===== src/source/exec_pkg.sv =====
package exec_pkg;

    // datapath width fixed by the isa
    localparam int XLEN = 64;
    // word-mode operations only look at the low half
    localparam int XLEN_W = 32;

    // integer register file geometry
    localparam int REG_COUNT = 32;
    localparam int REG_ADDR_W = $clog2(REG_COUNT);

    typedef logic [XLEN-1:0] xdata_t;
    typedef logic [REG_ADDR_W-1:0] xaddr_t;

    // arithmetic lane opcodes
    // encoding 3 is never issued
    typedef enum logic [1:0] {
        ARITH_OP_ADD = 2'd0,
        ARITH_OP_SLT = 2'd1,
        ARITH_OP_CMP = 2'd2
    } arith_op_e;

    // logic lane opcodes
    typedef enum logic [1:0] {
        LOGIC_OP_AND = 2'd0,
        LOGIC_OP_OR  = 2'd1,
        LOGIC_OP_XOR = 2'd2,
        LOGIC_OP_SLA = 2'd3
    } logic_op_e;

    typedef struct packed {
        arith_op_e opsel;
        // negate op2 before the add, ADD only
        logic      sub;
        // unsigned compare for SLT, CMP and branch
        logic      is_unsigned;
        // 1 selects min, 0 selects max
        logic      cmp_min;
        // 1 compares equality, 0 compares less-than
        logic      br_equal;
        // flips the branch outcome (eq->ne, lt->ge)
        logic      br_invert;
        // 32-bit add, result sign extended
        logic      word;
    } arith_ctrl_t;

    typedef struct packed {
        logic_op_e  opsel;
        // use ~op2 for andn/orn/xnor
        logic       invert;
        // shift amount of op1 for scaled index add
        logic [1:0] sll;
    } logic_ctrl_t;

    // one issue slot per lane
    typedef struct packed {
        logic        valid;
        xaddr_t      rs1;
        xaddr_t      rs2;
        xaddr_t      rd;
        arith_ctrl_t ctrl;
    } arith_issue_t;

    typedef struct packed {
        logic        valid;
        xaddr_t      rs1;
        xaddr_t      rs2;
        xaddr_t      rd;
        logic_ctrl_t ctrl;
    } logic_issue_t;

    // lane result, also a register file write port
    typedef struct packed {
        logic   valid;
        xaddr_t rd;
        xdata_t data;
    } wb_t;

endpackage


===== src/source/xlogic.sv =====
module xlogic (
    input  logic                   i_clk,
    input  logic                   i_rst_n,
    // issue strobe with rd and control, operands follow a cycle later
    input  exec_pkg::logic_issue_t i_issue,
    input  exec_pkg::xdata_t       i_op1,
    input  exec_pkg::xdata_t       i_op2,
    output exec_pkg::wb_t          o_wb
);
    import exec_pkg::*;

    // stage 1, captured at issue
    logic        r_valid;
    xaddr_t      r_rd;
    logic_ctrl_t r_ctrl;

    // stage 2 datapath
    xdata_t      op2;
    xdata_t      sla_result;
    xdata_t      result;

    // stage 2 output registers
    logic        wb_valid;
    xaddr_t      wb_rd;
    xdata_t      wb_data;

    always_ff @(posedge i_clk or negedge i_rst_n) begin
        if (!i_rst_n) begin
            r_valid <= 1'b0;
            r_rd    <= '0;
            r_ctrl  <= '0;
        end else begin
            r_valid <= i_issue.valid;
            r_rd    <= i_issue.rd;
            r_ctrl  <= i_issue.ctrl;
        end
    end

    // optional op2 inversion gives andn, orn and xnor
    assign op2 = r_ctrl.invert ? ~i_op2 : i_op2;

    // address generation: base scaled by 1/2/4/8 plus offset
    assign sla_result = (i_op1 << r_ctrl.sll) + i_op2;

    always_comb begin
        case (r_ctrl.opsel)
            LOGIC_OP_AND: result = i_op1 & op2;
            LOGIC_OP_OR:  result = i_op1 | op2;
            LOGIC_OP_XOR: result = i_op1 ^ op2;
            default:      result = sla_result;
        endcase
    end

    always_ff @(posedge i_clk or negedge i_rst_n) begin
        if (!i_rst_n) begin
            wb_valid <= 1'b0;
            wb_rd    <= '0;
        end else begin
            wb_valid <= r_valid;
            wb_rd    <= r_rd;
        end
    end

    always_ff @(posedge i_clk) begin
        wb_data <= result;
    end

    assign o_wb = '{valid: wb_valid, rd: wb_rd, data: wb_data};

    // write port control seen by the register file is never unknown
    a_wb_known: assert property (
        @(posedge i_clk) disable iff (!i_rst_n)
        !$isunknown({o_wb.valid, o_wb.rd})
    );

endmodule


===== config.mk =====
export PLATFORM = sky130hd
export DESIGN_NAME = xlogic
export DESIGN_NICKNAME = d
export VERILOG_FILES = /design/src/source/exec_pkg.sv /design/src/source/xlogic.sv
export SDC_FILE = /design/constraint.sdc
export NUM_CORES = 1
export LEC_CHECK = 0
export BUFFER_PORTS_ARGS = -buffer_cell sky130_fd_sc_hd__buf_2
export CAP_MARGIN = 20
export CORE_MARGIN = 2
export CORE_UTILIZATION = 58
export CTS_CLUSTER_SIZE = 14
export DETAILED_ROUTE_END_ITERATION = 10
export PLACE_DENSITY = 0.83
export SLEW_MARGIN = 20
export SYNTH_ARGS = -nofsm -noshare
export SYNTH_HDL_FRONTEND = slang
export SYNTH_SLANG_ARGS = --single-unit

===== constraint.sdc =====
create_clock -name i_clk -period 5.1 [get_ports i_clk]
set_input_delay 0.255 -clock i_clk [delete_from_list [all_inputs] [get_ports i_clk]]
set_output_delay 0.255 -clock i_clk [all_outputs]
set_load 0.05 [all_outputs]

== Word-level counts from Yosys, hierarchy flattened ==
Cells that the tools add are included.
Widths: inputs -> output; s select.

* Reduce and logical (&&, ||, !) cells: 1
* Mux-type cells: 2
* Equality and inequality tests: 2
* Add/subtract/negate cells: 1
* Shift-type cells: 1
* Bitwise operators: 4

{| class="wikitable"
|+ Operators by type and width
! cell !! number
|-
| $pmux 64 s3 || 1
|-
| $add 64x64->64 || 1
|-
| $and 64x64->64 || 1
|-
| $mux 64 || 1
|-
| $not 64->64 || 1
|-
| $or 64x64->64 || 1
|-
| $shl 64x2->64 || 1
|-
| $xor 64x64->64 || 1
|-
| $eq 2x1->1 const B || 1
|-
| $eq 2x2->1 const B || 1
|-
| $logic_not 2->1 || 1
|}

* Logic and storage cells: 19
* Flip-flop bits (word level): 81
* Output and inout bits: 70
* Bits of input ports: 151

== Depth between registers and ports, before layout ==
* Word-level depth: 4
* Gate-level depth with buffers: 18
* Gate-level depth less buffers: 15

== Worst setup path before layout ==
OpenSTA, ideal clock, no wires.

* Path kind: register to register
* From: register r_ctrl[0] (netlist bit)
* To: register wb_data[55]
* Setup slack: 0.720 ns
* Setup time: 0.134 ns
* Required time: 4.966 ns
* Buffers on the path: 4
* Cell stages (with the launch flop): 16
* Clock period less this slack: 4.380 ns
* Arrival: 4.246 ns
* Path through: dfrtp_1 -> clkbuf_1 -> buf_2 -> buf_1 -> clkbuf_1 -> mux4_2 -> ha_1 -> nand2_1 -> nor4_4 -> o2111ai_1 -> and3b_4 -> a211o_1 -> and2_4 -> o31ai_4 -> xor2_1 -> mux4_2

* Cells in the longest elaborated chain, start to end: 3

{| class="wikitable"
|+ RTL lines
! what !! RTL line !! RTL
|-
| start: declaration || xlogic.sv:15 || <nowiki>logic_ctrl_t r_ctrl;</nowiki>
|-
| start signal: assignment || xlogic.sv:35 || <nowiki>r_ctrl <= i_issue.ctrl;</nowiki>
|-
| $shl 64x2->64 || xlogic.sv:43 || <nowiki>assign sla_result = (i_op1 << r_ctrl.sll) + i_op2;</nowiki>
|-
| $add 64x64->64 || xlogic.sv:43 ||
|-
| $pmux 64 s3 || xlogic.sv:46 || <nowiki>case (r_ctrl.opsel)</nowiki>
|-
| via result[55] || xlogic.sv:20 || <nowiki>xdata_t result;</nowiki>
|-
| end signal: assignment || xlogic.sv:65 || <nowiki>wb_data <= result;</nowiki>
|-
| end: declaration || xlogic.sv:25 || <nowiki>xdata_t wb_data;</nowiki>
|}

The timed path passes the listed nets, and every way through them passes these cells.

== Worst setup path after layout ==
* From: register r_ctrl[0] (netlist bit)
* To: register wb_data[52]

Same word-level chain as after synthesis.

==> key figures <==
Finish
  – Commonest non-fill, non-tap cells in the layout: buf_2, inv_1, ha_1
  – # nets final: 1742
  – Fillcell total: 1484
  – Commonest non-fill, non-tap cell in the layout: buf_2
  – Multi-input gate area in the final layout: 8670 µm²
  – Post-route insts no fill: 1671
  – Layout area overhead: 14.6%
  – Share of cells above drive strength 1: 0.256
  – Register area: 1720 µm²

STA
  – Worst relative slew slack: 0.338
  – Worst-Margin Slew: 0.990 ns
  – Period Utilization, post-route: 0.924
  – PnR worst setup slack: between 0.3 and 0.4 ns
  – RSZ-0062 raised after global routing: no
  – TNS Setup: 0 ns
  – Hold_ws: 0.0146 ns
  – Fin. max-slew vios: 0
  – Hold Vio Cnt, Final: 0
  – Max Fclk: between 0.2 and 0.25 GHz
  – Endpoints failing setup: 0
  – Fin Clk Skew: 0.00710 ns
  – Fin crit period: around 4.7 ns

Logic synthesis
  – Number of flops mapped to enable cells by yosys: 0
  – Synth warn: 0
  – Dominant synthesized flop cell: dfxtp_1
  – Syn nets: approximately 1.6k
  – Synth cell types: 67
  – Synth async-reset ratio: 0.210
  – Syn Area/Cell: 9.32 µm²
  – Seq/Total Area, Yosys: 0.150
  – Post-Syn Instances: 1219
  – Synthesis-stage register bit count: slightly above 80
  – Cell Area, Synth: around 11000 µm²

Die
  – Starting Density: 0.587
  – Top-level I/O count: 221
  – Die area: 20700 µm²
  – Die Width: roughly 140 µm
  – Die height: 144 µm
  – Core area: 19300 µm²
  – Row count: 51

Route
  – Vias after detailed routing: 10.3k
  – Routed wl met3: 2690 µm
  – First DRT Iteration DRCs: 760
  – Routed wire length per instance: 18.6 µm
  – Total wire length: 31000 µm
  – DRC: 0
  – Top layer in use: met4
  – Drt first pass iters: 6
  – Met1 Wirelength: 12200 µm
  – Routed Antenna Nets: 0
  – Avg Vias per Cell: 6.13
  – Met2 Routed Length: 14900 µm

CTS
  – CTS tree: built
  – H-tree depth: 3
  – Cts bufs inserted: 9
  – Clock sinks: 81
  – CTS Buffer Depth: 2
  – Root buf cell: clkbuf_16
  – Clock Latency Late Sink: 0.36 ns
  – Clock-pin slew on the worst setup and hold paths: 0.07 ns

Critical path
  – Worst setup EP type: register
  – Critical path data arrival time: 4.95 ns
  – CP startpoint kind: register
  – WP data required: roughly 5.3 ns
  – CP Max Fanout: 43
  – Setup CP Type: reg2reg

Hold path
  – Worst min path class: in2reg

Placed design
  – IO Port Bufs: 210
  – Final GP Congestion: 0.918
  – Pre-CTS setup slack: roughly 0.45 ns
  – Placed cell count: 1641
  – Dpl hpwl: between 20000 and 25000 µm

Flow run
  – MaxCap Viol Count: 0

Power
  – Pwr dens: approximately 270 nW/µm²
  – Leak: 6.49 nW
  – Total power: about 3.5 mW
  – VDD IR-drop max: between 0.15 and 0.2 mV

Global routing
  – Total Routing Usage GR: 0.304
  – Global route overflow: 0
  – First-pass GRT wire length: 49700 µm
  – Initial antenna violation count: 2
  – Vias in the first global route: 10.3k
  – Largest net degree at the start of global routing: 65

Run status
  – Status: complete, no violations
worst max-delay path: stages, from the launching register on:
cell and delay (ns):
dfrtp_4 0.90, buf_4 0.46, mux4_2 0.56, ha_1 0.41, o21a_1 0.23, o21ai_0 0.37
o221a_2 0.30, o22ai_1 0.10, a211oi_1 0.35, nor2_1 0.22, xor2_1 0.19, mux4_2 0.49
through the flow:
| step | area (µm²) | util |
|---|---|---|
| finish | 13000 | 0.673 |
| global route | 13000 | 0.673 |
| CTS | 13000 | 0.672 |
| detailed placement | 12600 | 0.649 |
| global placement | 12600 | 0.649 |
| floorplan | 11400 | - |
worst paths after layout:
check / endpoint / from / slack (ns) / cells past startpoint
worst max-delay path: wb_data[52] / r_ctrl[0] / 0.39 / 11
worst min-delay path: r_ctrl[0] / i_issue[0] / 0.01 / 1
worst max register to register: wb_data[52] / r_ctrl[0] / 0.39 / 11
worst min register to register: wb_rd[0] / r_rd[0] / 0.35 / 0
max in group asynchronous: r_ctrl[4] / i_rst_n / 4.46 / 2
min in group asynchronous: r_rd[2] / i_rst_n / 0.34 / 2
state kept, by name (all words and copies together), names as in the netlist:
signal    count
wb_data      64
r_ctrl        5
r_rd          5
wb_rd         5
r_valid       1
wb_valid      1
metal layers:
metal	track usage	up-vias
li1	-	4714
met1	0.372	4894
met2	0.515	529
met3	0.0676	113
met4	0.136	0
met5	0	-
report_power, final:
group / internal [mW] / switching, mW
clock network: 0.441 / 0.333
registers: 0.747 / 0.0661
logic: 0.702 / 1.18
cell type report:
type / count / share of cell area
antenna: 2 / 0.000384
multi-input combinational: 887 / 0.666
clock buffer: 9 / 0.0173
inverter: 193 / 0.0556
sequential: 81 / 0.132
tap: 265 / 0.0255
clock inverter: 7 / 0.00836
timing repair buffer: 227 / 0.0946
cell families (layout without fill, tap and decap cells):
family          after synthesis  count (layout)  synth area share
compound gates              260             260             0.151
buf+inv                     251             436            0.0863
simple gates                197             197            0.0902
fa+ha+maj                   192             192             0.212
xor+xnor                    122             122            0.0941
mux                         116             116             0.216
flops                        81              81             0.150
other cells                   0               2                 0
synth_stat cells, drive strengths merged (17+ instances only):
cell type  count  area share
o21ai         46       0.020
dfxtp         64        0.11
inv          193       0.064
dfrtp         17       0.037
clkbuf        23      0.0076
nor2          47       0.016
xnor2         33       0.025
nand2         61       0.020
ha           191        0.21
buf           35       0.015
a211oi        19       0.013
a21oi         78       0.034
mux4         103        0.20
a21o          37       0.024
xor2          89       0.069
timing repair:
item,CTS,global route
buffers inserted,0,0
endpoints found under the hold margin,27,0
resized for setup,0,0
hold buffers,11,0
No activity file was read; power rests on OpenSTA's default activity.
