File: src/source/exec_pkg.sv
package exec_pkg;

    // datapath width fixed by the isa
    localparam int XLEN = 64;
    // word-mode operations only look at the low half
    localparam int XLEN_W = 32;

    // integer register file geometry
    localparam int REG_COUNT = 32;
    localparam int REG_ADDR_W = $clog2(REG_COUNT);

    typedef logic [XLEN-1:0] xdata_t;
    typedef logic [REG_ADDR_W-1:0] xaddr_t;

    // arithmetic lane opcodes
    // encoding 3 is never issued
    typedef enum logic [1:0] {
        ARITH_OP_ADD = 2'd0,
        ARITH_OP_SLT = 2'd1,
        ARITH_OP_CMP = 2'd2
    } arith_op_e;

    // logic lane opcodes
    typedef enum logic [1:0] {
        LOGIC_OP_AND = 2'd0,
        LOGIC_OP_OR  = 2'd1,
        LOGIC_OP_XOR = 2'd2,
        LOGIC_OP_SLA = 2'd3
    } logic_op_e;

    typedef struct packed {
        arith_op_e opsel;
        // negate op2 before the add, ADD only
        logic      sub;
        // unsigned compare for SLT, CMP and branch
        logic      is_unsigned;
        // 1 selects min, 0 selects max
        logic      cmp_min;
        // 1 compares equality, 0 compares less-than
        logic      br_equal;
        // flips the branch outcome (eq->ne, lt->ge)
        logic      br_invert;
        // 32-bit add, result sign extended
        logic      word;
    } arith_ctrl_t;

    typedef struct packed {
        logic_op_e  opsel;
        // use ~op2 for andn/orn/xnor
        logic       invert;
        // shift amount of op1 for scaled index add
        logic [1:0] sll;
    } logic_ctrl_t;

    // one issue slot per lane
    typedef struct packed {
        logic        valid;
        xaddr_t      rs1;
        xaddr_t      rs2;
        xaddr_t      rd;
        arith_ctrl_t ctrl;
    } arith_issue_t;

    typedef struct packed {
        logic        valid;
        xaddr_t      rs1;
        xaddr_t      rs2;
        xaddr_t      rd;
        logic_ctrl_t ctrl;
    } logic_issue_t;

    // lane result, also a register file write port
    typedef struct packed {
        logic   valid;
        xaddr_t rd;
        xdata_t data;
    } wb_t;

endpackage

File: src/source/xarith.sv
module xarith (
    input  logic                   i_clk,
    input  logic                   i_rst_n,
    // issue strobe with rd and control, operands follow a cycle later
    input  exec_pkg::arith_issue_t i_issue,
    input  exec_pkg::xdata_t       i_op1,
    input  exec_pkg::xdata_t       i_op2,
    output exec_pkg::wb_t          o_wb,
    // taken flag, valid alongside o_wb.valid
    output logic                   o_branch
);
    import exec_pkg::*;

    // stage 1, captured at issue
    logic          r_valid;
    xaddr_t        r_rd;
    arith_ctrl_t   r_ctrl;

    // stage 2 datapath
    xdata_t        add_op2;
    xdata_t        sum;
    xdata_t        add_result;
    logic [XLEN:0] cmp_op1;
    logic [XLEN:0] cmp_op2;
    logic [XLEN:0] diff;
    logic          lt;
    logic          eq;
    xdata_t        cmp_result;
    logic          branch;
    xdata_t        result;

    // stage 2 output registers
    logic          wb_valid;
    xaddr_t        wb_rd;
    xdata_t        wb_data;
    logic          wb_branch;

    always_ff @(posedge i_clk or negedge i_rst_n) begin
        if (!i_rst_n) begin
            r_valid <= 1'b0;
            r_rd    <= '0;
            r_ctrl  <= '0;
        end else begin
            r_valid <= i_issue.valid;
            r_rd    <= i_issue.rd;
            r_ctrl  <= i_issue.ctrl;
        end
    end

    // add/sub, two's complement negate via invert plus carry in
    assign add_op2 = r_ctrl.sub ? ~i_op2 : i_op2;
    assign sum = i_op1 + add_op2 + xdata_t'(r_ctrl.sub);
    // word mode keeps the low half and sign extends it
    assign add_result = r_ctrl.word ?
        {{(XLEN - XLEN_W){sum[XLEN_W-1]}}, sum[XLEN_W-1:0]} : sum;

    // compare path always subtracts, independent of the sub bit
    // one extra bit: sign extend for signed, zero extend for unsigned
    assign cmp_op1 = {i_op1[XLEN-1] & ~r_ctrl.is_unsigned, i_op1};
    assign cmp_op2 = {i_op2[XLEN-1] & ~r_ctrl.is_unsigned, i_op2};
    assign diff = cmp_op1 - cmp_op2;
    // sign of the 65-bit difference is op1 < op2
    assign lt = diff[XLEN];
    assign eq = (i_op1 == i_op2);

    // min keeps op1 when lt, max keeps op1 when not lt
    assign cmp_result = (lt == r_ctrl.cmp_min) ? i_op1 : i_op2;

    assign branch = (r_ctrl.br_equal ? eq : lt) ^ r_ctrl.br_invert;

    always_comb begin
        case (r_ctrl.opsel)
            ARITH_OP_ADD: result = add_result;
            ARITH_OP_SLT: result = xdata_t'(lt);
            ARITH_OP_CMP: result = cmp_result;
            default:      result = '0;
        endcase
    end

    always_ff @(posedge i_clk or negedge i_rst_n) begin
        if (!i_rst_n) begin
            wb_valid  <= 1'b0;
            wb_rd     <= '0;
            wb_branch <= 1'b0;
        end else begin
            wb_valid  <= r_valid;
            wb_rd     <= r_rd;
            wb_branch <= branch;
        end
    end

    always_ff @(posedge i_clk) begin
        wb_data <= result;
    end

    assign o_wb = '{valid: wb_valid, rd: wb_rd, data: wb_data};
    assign o_branch = wb_branch;

    // an instruction in stage 2 never carries the unused opcode
    a_opsel_legal: assert property (
        @(posedge i_clk) disable iff (!i_rst_n)
        r_valid |-> (r_ctrl.opsel inside {ARITH_OP_ADD, ARITH_OP_SLT, ARITH_OP_CMP})
    );

endmodule

File: config.mk
export PLATFORM = sky130hd
export DESIGN_NAME = xarith
export DESIGN_NICKNAME = d
export VERILOG_FILES = /design/src/source/exec_pkg.sv /design/src/source/xarith.sv
export SDC_FILE = /design/constraint.sdc
export NUM_CORES = 1
export LEC_CHECK = 0
export ABC_AREA = 0
export BUFFER_PORTS_ARGS = -buffer_cell sky130_fd_sc_hd__buf_4
export CORE_MARGIN = 4
export CORE_UTILIZATION = 50
export CTS_BUF_LIST = sky130_fd_sc_hd__clkbuf_8
export DETAILED_ROUTE_END_ITERATION = 12
export GPL_TIMING_DRIVEN = 0
export PLACE_DENSITY = 0.75
export RECOVER_POWER = 25
export SYNTH_ARGS = -nofsm -noshare
export SYNTH_HDL_FRONTEND = slang
export SYNTH_SLANG_ARGS = --single-unit
File: constraint.sdc
create_clock -name i_clk -period 5 [get_ports i_clk]
set_clock_uncertainty 0.15 [all_clocks]
set_input_delay 1.25 -clock i_clk [delete_from_list [all_inputs] [get_ports i_clk]]
set_output_delay 1.25 -clock i_clk [all_outputs]
set_load 0.02 [all_outputs]
# ---- After elaboration in Yosys (flattened, before gate mapping)
# Cells that the tools add are included.
dict set report totals {
  word_cells 31
  reg_bits 85
}
dict set report classes {
  muxes 5
  eq_ne 4
  add_sub_neg 3
  bitwise 5
  reduce_logical 1
}
# op count
set op_table {}
lappend op_table {{64-bit 2-to-1 mux} 3}
lappend op_table {{64-bit one-hot mux with 3 select lines} 1}
lappend op_table {{65-bit subtractor} 1}
lappend op_table {{64-bit by 1-bit adder with 64-bit output} 1}
lappend op_table {{64-bit adder} 1}
lappend op_table {{64-bit == test} 1}
lappend op_table {{64-bit NOT} 1}
lappend op_table {{1-bit bitwise AND} 2}
lappend op_table {{2-bit by 1-bit == test with 1-bit output, second input constant} 1}
lappend op_table {{2-bit == test, second input constant} 1}
lappend op_table {{2-bit zero test} 1}
lappend op_table {{1-bit == test} 1}
lappend op_table {{1-bit 2-to-1 mux} 1}
lappend op_table {{1-bit NOT} 1}
lappend op_table {{1-bit XOR} 1}

# ---- Depth between registers and ports, before layout
# Gate-level depths: netlist (run 1).
dict set report logic_depth {
  ltp_word 6
  mapped_depth 17
  ltp_nobuf 13
}

# ---- Worst setup path before layout (run 1)
# OpenSTA, ideal clock, no wires.
dict set report synth_path {
  path_kind {input to register}
  startpoint {in i_op2[0]}
  endpoint {reg wb_data[56]}
  path_buffers 0
  setup_time_ns 0.116
  setup_slack_ns 0.408
  cell_stages 13
  arrival_ns 4.326
  cell_sequence {mux2_2 > fa_1 > a21o_1 > a221oi_1 > nor2b_1 > a31oi_1 > a211o_1 > a31oi_1 > a221oi_2 > o21a_1 > o21ai_1 > a211o_1 > a41o_1}
}
dict set report synth_between {
  elab_chain_cells 6
  elab_cells_between_ends 9
  classes_between {add/sub (3); eq/ne (1); mux (4); bitwise (1)}
}
# item line
set synth_rtl {}
lappend synth_rtl {{from (decl)} xarith.sv:7} ;# input exec_pkg::xdata_t i_op2,
lappend synth_rtl {{64-bit NOT} xarith.sv:51} ;# assign add_op2 = r_ctrl.sub ? ~i_op2 : i_op2;
lappend synth_rtl {{64-bit 2-to-1 mux} xarith.sv:51}
lappend synth_rtl {{64-bit adder} xarith.sv:52} ;# assign sum = i_op1 + add_op2 + xdata_t'(r_ctrl.sub);
lappend synth_rtl {{64-bit by 1-bit adder with 64-bit output} xarith.sv:52}
lappend synth_rtl {{64-bit 2-to-1 mux} xarith.sv:54} ;# assign add_result = r_ctrl.word ?
lappend synth_rtl {{64-bit one-hot mux with 3 select lines *} xarith.sv:72} ;# case (r_ctrl.opsel)
lappend synth_rtl {{via result[56]} xarith.sv:30} ;# xdata_t result;
lappend synth_rtl {{to (signal assigned)} xarith.sv:93} ;# wb_data <= result;
lappend synth_rtl {{to (decl)} xarith.sv:35} ;# xdata_t wb_data;
# Mark *: on every way through the listed nets, which the timed path passes. The rest lies on a longest branch.

# ---- Final worst setup path (run 1)
# Same ends and word-level chain as after synthesis.

==> results of run 1 <==
## through the flow
stage	cells	worst slack, ns	total power, W	utilization	instance area, µm²
after global routing	1695	-0.03036	0.003322	0.6306	11440
final	1695	0.1027	0.003103	0.6306	11440
after detailed placement	1678	-0.5398	0.002514	0.6184	11220
after CTS	1694	0.001412	0.003100	0.6311	11450
after global placement	1678	-0.5274	0.002503	0.6184	11220
after floorplan	1235	0.4077	0.001948	-	9329
## how the worst max path moves through the flow
stage	startpoint	to	slack [ns]
after floorplan	i_op2[0]	wb_data[56]$_DFF_P_	0.41
after global placement	i_op2[0]	wb_data[56]$_DFF_P_	-0.53
after detailed placement	i_op2[39]	wb_data[53]$_DFF_P_	-0.54
after CTS	i_op2[38]	wb_data[22]$_DFF_P_	0.001
after global routing	r_ctrl[5]$_DFF_PN0_	wb_data[52]$_DFF_P_	-0.03
final	i_op2[0]	wb_data[56]$_DFF_P_	0.10
## metal layers
layer	track usage	wire length (µm)
met2	0.4987	14940
met1	0.3685	12930
met3	0.04597	2275
met4	0.1095	844
met5	0	0
## power by group through the flow
stage,logic (W),registers [W],clock network [W]
after detailed placement,0.00170,0.000815,0
final,0.00173,0.000800,0.000573
after CTS,0.00171,0.000801,0.000585
after global placement,0.00169,0.000814,0
after global routing,0.00190,0.000810,0.000609
after floorplan,0.00102,0.000927,0
## Yosys cell counts, types with 21 or more instances
library cell and count:
dfrtp_1 21, inv_1 80, ha_1 126, clkbuf_1 54
xnor2_1 30, a211oi_1 30, nand4_1 31, dfxtp_1 64
nor2_1 126, xor2_1 89, a21oi_1 168, nand2_1 60
o21ai_0 78, a21o_1 65
## state kept, by name, summed over array words and instances (netlist names)
signal,count
wb_data,64
r_ctrl,8
r_rd,5
wb_rd,5
o_branch,1
r_valid,1
wb_valid,1
## repair_timing
item,in CTS,in global routing
pin swaps,1,0
resized for setup,7,11
setup endpoints to repair,13,43
buffers inserted,0,0
## logic make-up (layout without fill, tap and decap cells)
kind of cell    Yosys count  after routing  synth area share
simple gates            312            312            0.1591
mux                       6              6          0.006840
other cells               0              1                 0
flops                    85             85            0.1937
xor+xnor                121            121            0.1166
buf+inv                 149            379           0.06250
compound gates          435            435            0.2902
fa+ha+maj               127            127            0.1711
## worst max-delay path: stages
cell,delay (ns)
buf_4,0.10
mux2_2,0.35
fa_1,0.42
a21o_1,0.22
a221oi_2,0.31
nor2b_1,0.16
a31oi_2,0.34
a211o_1,0.23
a31oi_2,0.20
a221oi_2,0.48
o21a_1,0.26
o21ai_1,0.18
a211o_1,0.32
a41o_1,0.23
## area by class of cell
class	instances	share of cell area
multi-input combinational	1001	0.6086
sequential	85	0.1579
timing repair buffer	214	0.1378
inverter	80	0.02624
buffer	69	0.02580
tap	229	0.02504
clock buffer	9	0.01082
clock inverter	7	0.007654
antenna	1	0.0002187
==> impl_metrics.csv, run 1 <==
group,metric,value,unit
sta,layout_min_cycle_time,4.897,ns
setup_path,cp.required,5.14,ns
synth,synth_top_area_share,0.1690,
synth,avgSynthCellArea,7.554,µm²
setup_path,worst-endpoint-arrival,5.03,ns
routing,drt_iter0_markers,605,
hold_path,hold_path_depth,0,
power_and_ir_drop,power_frac_clock,0.185,
cts,clk_latency,0.40,ns
sta,slew_headroom,0.2289,
setup_path,rr_startpoint,"r_ctrl[5]$_DFF_PN0_",
hold_path,holdCritStartpoint,"r_rd[2]$_DFF_PN0_",
synth,ys_ff_latch,85,
setup_path,critPathLaunchType,"input port",
routing,firstDrtPassIters,5,
layout,final_cell_mix,"buf_4 (201), a21oi_1 (168), nor2_1 (126), ha_1 (126), xor2_1 (89)",
floorplanning,start_util,0.5141,
routing,drc_errors,0,
layout,n_fill_cell,1707,
synth,synth_largest_area_cell,"ha_1",
routing,via_count,9950,
place,hpwl,24770,µm
synth,synthTopCellsByArea,"ha_1 (17%), dfxtp_1 (14%), a21oi_1 (9.0%)",
place,io_buffers,214,
layout,layout_commonest_cell,"buf_4",
grt,grt_overflow_total,0,
cts,clk_pin_slew,0.11,ns
grt,grt_pass1_wl,48580,µm
layout,seq_area,1807,µm²
cts,cts_buffers,9,
setup_path,critPathKind,"in2reg",
layout,drive_above_1_share,0.1816,
layout,fin_nets,1741,
routing,ant_nets,0,
grt,first_global_vias,9691,
synth,ys_seq_area_frac,0.1937,
sta,fin_crit_sh,0.9795,
cts,cts_tree,"yes",
synth,synth_nets,1516,
setup_path,reg2regPathDepth,15,
synth,synthesis.area,9329,µm²
setup_path,crit_path_end_kind,"flip-flop",
grt,antenna_found_initial,1,
sta,setup_viol,0,
synth,synth_flop_cell,"dfxtp_1",
cts,holdBufCountCts,0,
power_and_ir_drop,power.leakage,5.603,nW
place,gp_congestion,0.9540,
synth,ys_async_sr_fraction,0.2471,
power_and_ir_drop,p_comb_frac,0.558,
sta,tightest_slew,1.157,ns
floorplanning,rows,49,
floorplanning,dieArea,20910,µm²
synth,synth_cells,1235,
power_and_ir_drop,power.switching,0.001395,W
layout,area_growth,22.67,%
sta,setup-tns-final,0,ns
synth,synth_edf_count,0,
cts,root_buffer,"clkbuf_8",
power_and_ir_drop,p_int,0.001709,W
routing,avgViaCountPerCell,5.870,
power_and_ir_drop,vdd_drop_max,0.0001750,V
cts,cts.sinks,85,
hold_path,hp-class,"reg2reg",
power_and_ir_drop,power_frac_seq,0.258,
sta,fmax,204.2,MHz
setup_path,r2r_slack,0.20,ns
sta,report.final.slew_viol_count,0,
routing,routed_wl,30980,µm
floorplanning,die_w,144.6,µm
floorplanning,die_h,144.6,µm
cts,clock_path_buffers,2,
grt,grt_max_degree,22,
synth,ys_types,70,
cts,htree_levels,3,
synth,ys_warn_count,0,
outcome,status,"complete, no violations",
power_and_ir_drop,sw_frac_of_total,0.4494,
layout,multi_input_area,6964,µm²
floorplanning,ioPinCount,225,
job,cap_violations,0,
grt,grt_use_total,0.2912,
routing,wl_per_cell,18.28,µm
hold_path,holdPathEnd,"wb_rd[2]$_DFF_PN0_",
setup_path,worstReg2RegEnd,"wb_data[52]$_DFF_P_",
power_and_ir_drop,power_density,271.2,nW/µm²
floorplanning,core_area,18150,µm²
sta,fin_hold_ws,0.2083,ns
sta,hold_violations,0,
setup_path,cp_max_fo,5,
(Power assumes the default switching activity.)
==> inputs of run 2 (changes only) <==
--- a/config.mk
+++ b/config.mk
@@ -12,7 +12,7 @@
 export CTS_BUF_LIST = sky130_fd_sc_hd__clkbuf_8
 export DETAILED_ROUTE_END_ITERATION = 12
 export GPL_TIMING_DRIVEN = 0
-export PLACE_DENSITY = 0.75
+export PLACE_DENSITY = 0.78
 export RECOVER_POWER = 25
 export SYNTH_ARGS = -nofsm -noshare
 export SYNTH_HDL_FRONTEND = slang
==> constraint.sdc (replaced) <==
create_clock -name i_clk -period 4.11 [get_ports i_clk]
set_clock_uncertainty 0.15 [all_clocks]
set_input_delay 1.0275 -clock i_clk [delete_from_list [all_inputs] [get_ports i_clk]]
set_output_delay 1.0275 -clock i_clk [all_outputs]
set_load 0.02 [all_outputs]
==> run 2 against run 1 <==
Compared with the run above: highest routed layer unchanged; clock-buffer cell count unchanged; flip-flop and latch count unchanged; total power increased by 31%; via count increased by 2.8%; the flow now finishes with violations (negative setup slack); worst setup slack got worse by 0.14 ns; sequential power increased by 22%; first-iteration DRC count increased by 21%; worst hold slack got worse by 0.0054 ns.
==> impl_metrics.csv, run 2 (synthesized netlist as in run 1, its figures left out) <==
group,metric,value,unit
power_and_ir_drop,p_comb_frac,0.566,
setup_path,cp.required,4.26,ns
grt,grt_pass1_wl,49120,µm
setup_path,worst-endpoint-arrival,4.29,ns
cts,cts_tree,"yes",
routing,via_count,10230,
setup_path,reg2regPathDepth,15,
power_and_ir_drop,sw_frac_of_total,0.4291,
setup_path,crit_path_end_kind,"flip-flop",
setup_path,cp_common_cell,"o31a_1",
setup_path,critPathKind,"in2reg",
power_and_ir_drop,power.leakage,5.933,nW
setup_path,worstPathCellList,"buf_6, xor2_1, ha_1, and3_4, nand4_4, or4_1, o31a_1, o31ai_4, nand3_2, o21ai_4, a21oi_4, o31a_1, a31o_1, or3_1",
sta,fin_crit_sh,1.008,
floorplanning,dieArea,20910,µm²
layout,n_fill_cell,1592,
routing,ant_nets,0,
power_and_ir_drop,power_density,336.3,nW/µm²
routing,drt_iter0_markers,732,
sta,hold_violations,0,
grt,first_global_vias,9778,
routing,routed_wl,31790,µm
setup_path,worstReg2RegEnd,"wb_data[63]$_DFF_P_",
layout,final_cell_mix,"buf_4 (247), a21oi_1 (160), nor2_1 (126), ha_1 (126), xor2_1 (89)",
sta,fmax,241.4,MHz
routing,firstDrtPassIters,7,
routing,drc_errors,0,
layout,diodes,0,
place,hpwl,24810,µm
layout,largest_reg_flops,64,
routing,drt-met1-wl,13450,µm
power_and_ir_drop,p_int,0.002326,W
layout,final_cells,1733,
layout,seq_area,1807,µm²
layout,multi_input_area,7167,µm²
power_and_ir_drop,power.switching,0.001748,W
cts,clk_pin_slew,0.10,ns
sta,grt_setup_unrepaired,"true",
outcome,violations,"negative setup slack",
place,io_buffers,214,
layout,regMostFlops,"wb_data",
hold_path,holdPathEnd,"wb_rd[0]$_DFF_PN0_",
floorplanning,die_w,144.6,µm
cts,root_buffer,"clkbuf_8",
sta,layout_min_cycle_time,4.143,ns
routing,wl_met2,14940,µm
layout,post-route-util,0.6675,
grt,antenna_found_initial,0,
cts,cts.sinks,85,
setup_path,rr_startpoint,"r_ctrl[5]$_DFF_PN0_",
power_and_ir_drop,power_frac_seq,0.239,
grt,grt_use_total,0.2961,
grt,grt_overflow_total,0,
routing,highest_layer,"met4",
power_and_ir_drop,power_frac_clock,0.195,
sta,setup_viol,1,
routing,avgViaCountPerCell,5.902,
hold_path,hp-class,"reg2reg",
power_and_ir_drop,vdd_drop_max,0.0001806,V
floorplanning,start_util,0.5141,
setup_path,cp_slowest_stage_delay,0.54,ns
job,cap_violations,0,
layout,fin_nets,1780,
sta,tightest_slew,1.259,ns
grt,grt_max_degree,22,
setup_path,critPathLaunchType,"input port",
outcome,status,"complete, but fails checks",
cts,clk_latency,0.40,ns
layout,layout_commonest_cell,"buf_4",
floorplanning,die_h,144.6,µm
setup_path,r2r_slack,0,ns
place,place_inst,1678,
hold_path,holdCritStartpoint,"r_rd[0]$_DFF_PN0_",
setup_path,cp_max_fo,5,
sta,slew_headroom,0.1610,
routing,dr_wl_met3,2577,µm
cts,clock_path_buffers,2,
floorplanning,ioPinCount,225,
layout,reg.largest.list,"wb_data (64), r_ctrl (8)",
floorplanning,core_area,18150,µm²
setup_path,cp_slowest_cell,"or4_1",
layout,drive_above_1_share,0.2327,
routing,wl_per_cell,18.35,µm
layout,area_growth,29.85,%
floorplanning,rows,49,
hold_path,hold_path_depth,0,
place,gp_congestion,0.9939,
sta,setup_ws,-0.03294,ns
sta,report.final.slew_viol_count,0,
cts,cts_buffers,9,
cts,htree_levels,3,
[run 2: changes by cell type in the layout (fill, tap and decap cells not counted), sizes merged]
cell    change
inv         -1
bufinv      +2
clkbuf     -13
clkinv      -1
buf        +52
diode       -1
[run 2: how the worst max path moves through the flow]
stage              start                   to  slack [ns]
2_1_floorplan  i_op2[16]  wb_data[63]$_DFF_P_       -0.10
3_3_place_gp   i_op2[18]  wb_data[62]$_DFF_P_       -1.20
3_5_place_dp   i_op2[18]  wb_data[62]$_DFF_P_       -1.18
4_1_cts         i_op2[0]  wb_data[56]$_DFF_P_       -0.08
5_1_grt        i_op2[18]  wb_data[63]$_DFF_P_       -0.12
6_report       i_op2[18]  wb_data[63]$_DFF_P_       -0.03
[run 2: final cells by class]
type                            count  area share
Inverter                           80     0.02479
Timing Repair Buffer              260      0.1612
Sequential cell                    85      0.1491
Buffer                             62     0.02882
Clock inverter                      7     0.01053
Tap cell                          229     0.02365
Clock buffer                        9     0.01023
Multi-Input combinational cell   1001      0.5916
[run 2: repair_timing]
| item | 4_1_cts | 5_1_grt |
|---|---|---|
| hold buffers | 0 | 0 |
| setup endpoints to repair | 54 | 55 |
| buffers inserted | 27 | 19 |
| gates cloned | 0 | 0 |
| resized for setup | 45 | 43 |
| pin swaps | 20 | 20 |
[run 2: through the flow]
step / hold slack (ns) / TNS, ns / cell area [µm²] / power (W) / setup WS [ns]
after global placement: 0.1815 / -49.62 / 11270 / 0.003050 / -1.199
final: 0.2030 / -0.03294 / 12110 / 0.004074 / -0.03294
after global routing: 0.2076 / -0.2947 / 12110 / 0.004331 / -0.1245
after detailed placement: 0.1847 / -53.07 / 11270 / 0.003068 / -1.185
after CTS: 0.2005 / -0.08268 / 11860 / 0.003975 / -0.07785
after floorplan: 0.1812 / -0.2547 / 9374 / 0.002383 / -0.1043
[run 2: metal layers]
| layer | vias to the layer above | global-route usage |
|---|---|---|
| met4 | 0 | 0.1208 |
| met3 | 64 | 0.04530 |
| li1 | 4960 | - |
| met5 | - | 0 |
| met2 | 471 | 0.4916 |
| met1 | 4733 | 0.3846 |
[run 2: critical path: cells and delay by family]
kind                     cells  cell delay, ns
buffers and inverters        1            0.10
AO/OA/AOI/OAI                6            1.29
adder cells (fa/ha/maj)      1            0.36
XOR/XNOR                     1            0.15
AND/OR/NAND/NOR              5            1.36
[run 2: power groups by stage]
stage | logic [W] | clock network, W | registers [W]
finish | 0.00231 | 0.000793 | 0.000975
global route | 0.00251 | 0.000835 | 0.000986
CTS | 0.00220 | 0.000803 | 0.000975
detailed placement | 0.00208 | 0 | 0.000992
global placement | 0.00206 | 0 | 0.000990
floorplan | 0.00126 | 0 | 0.00113
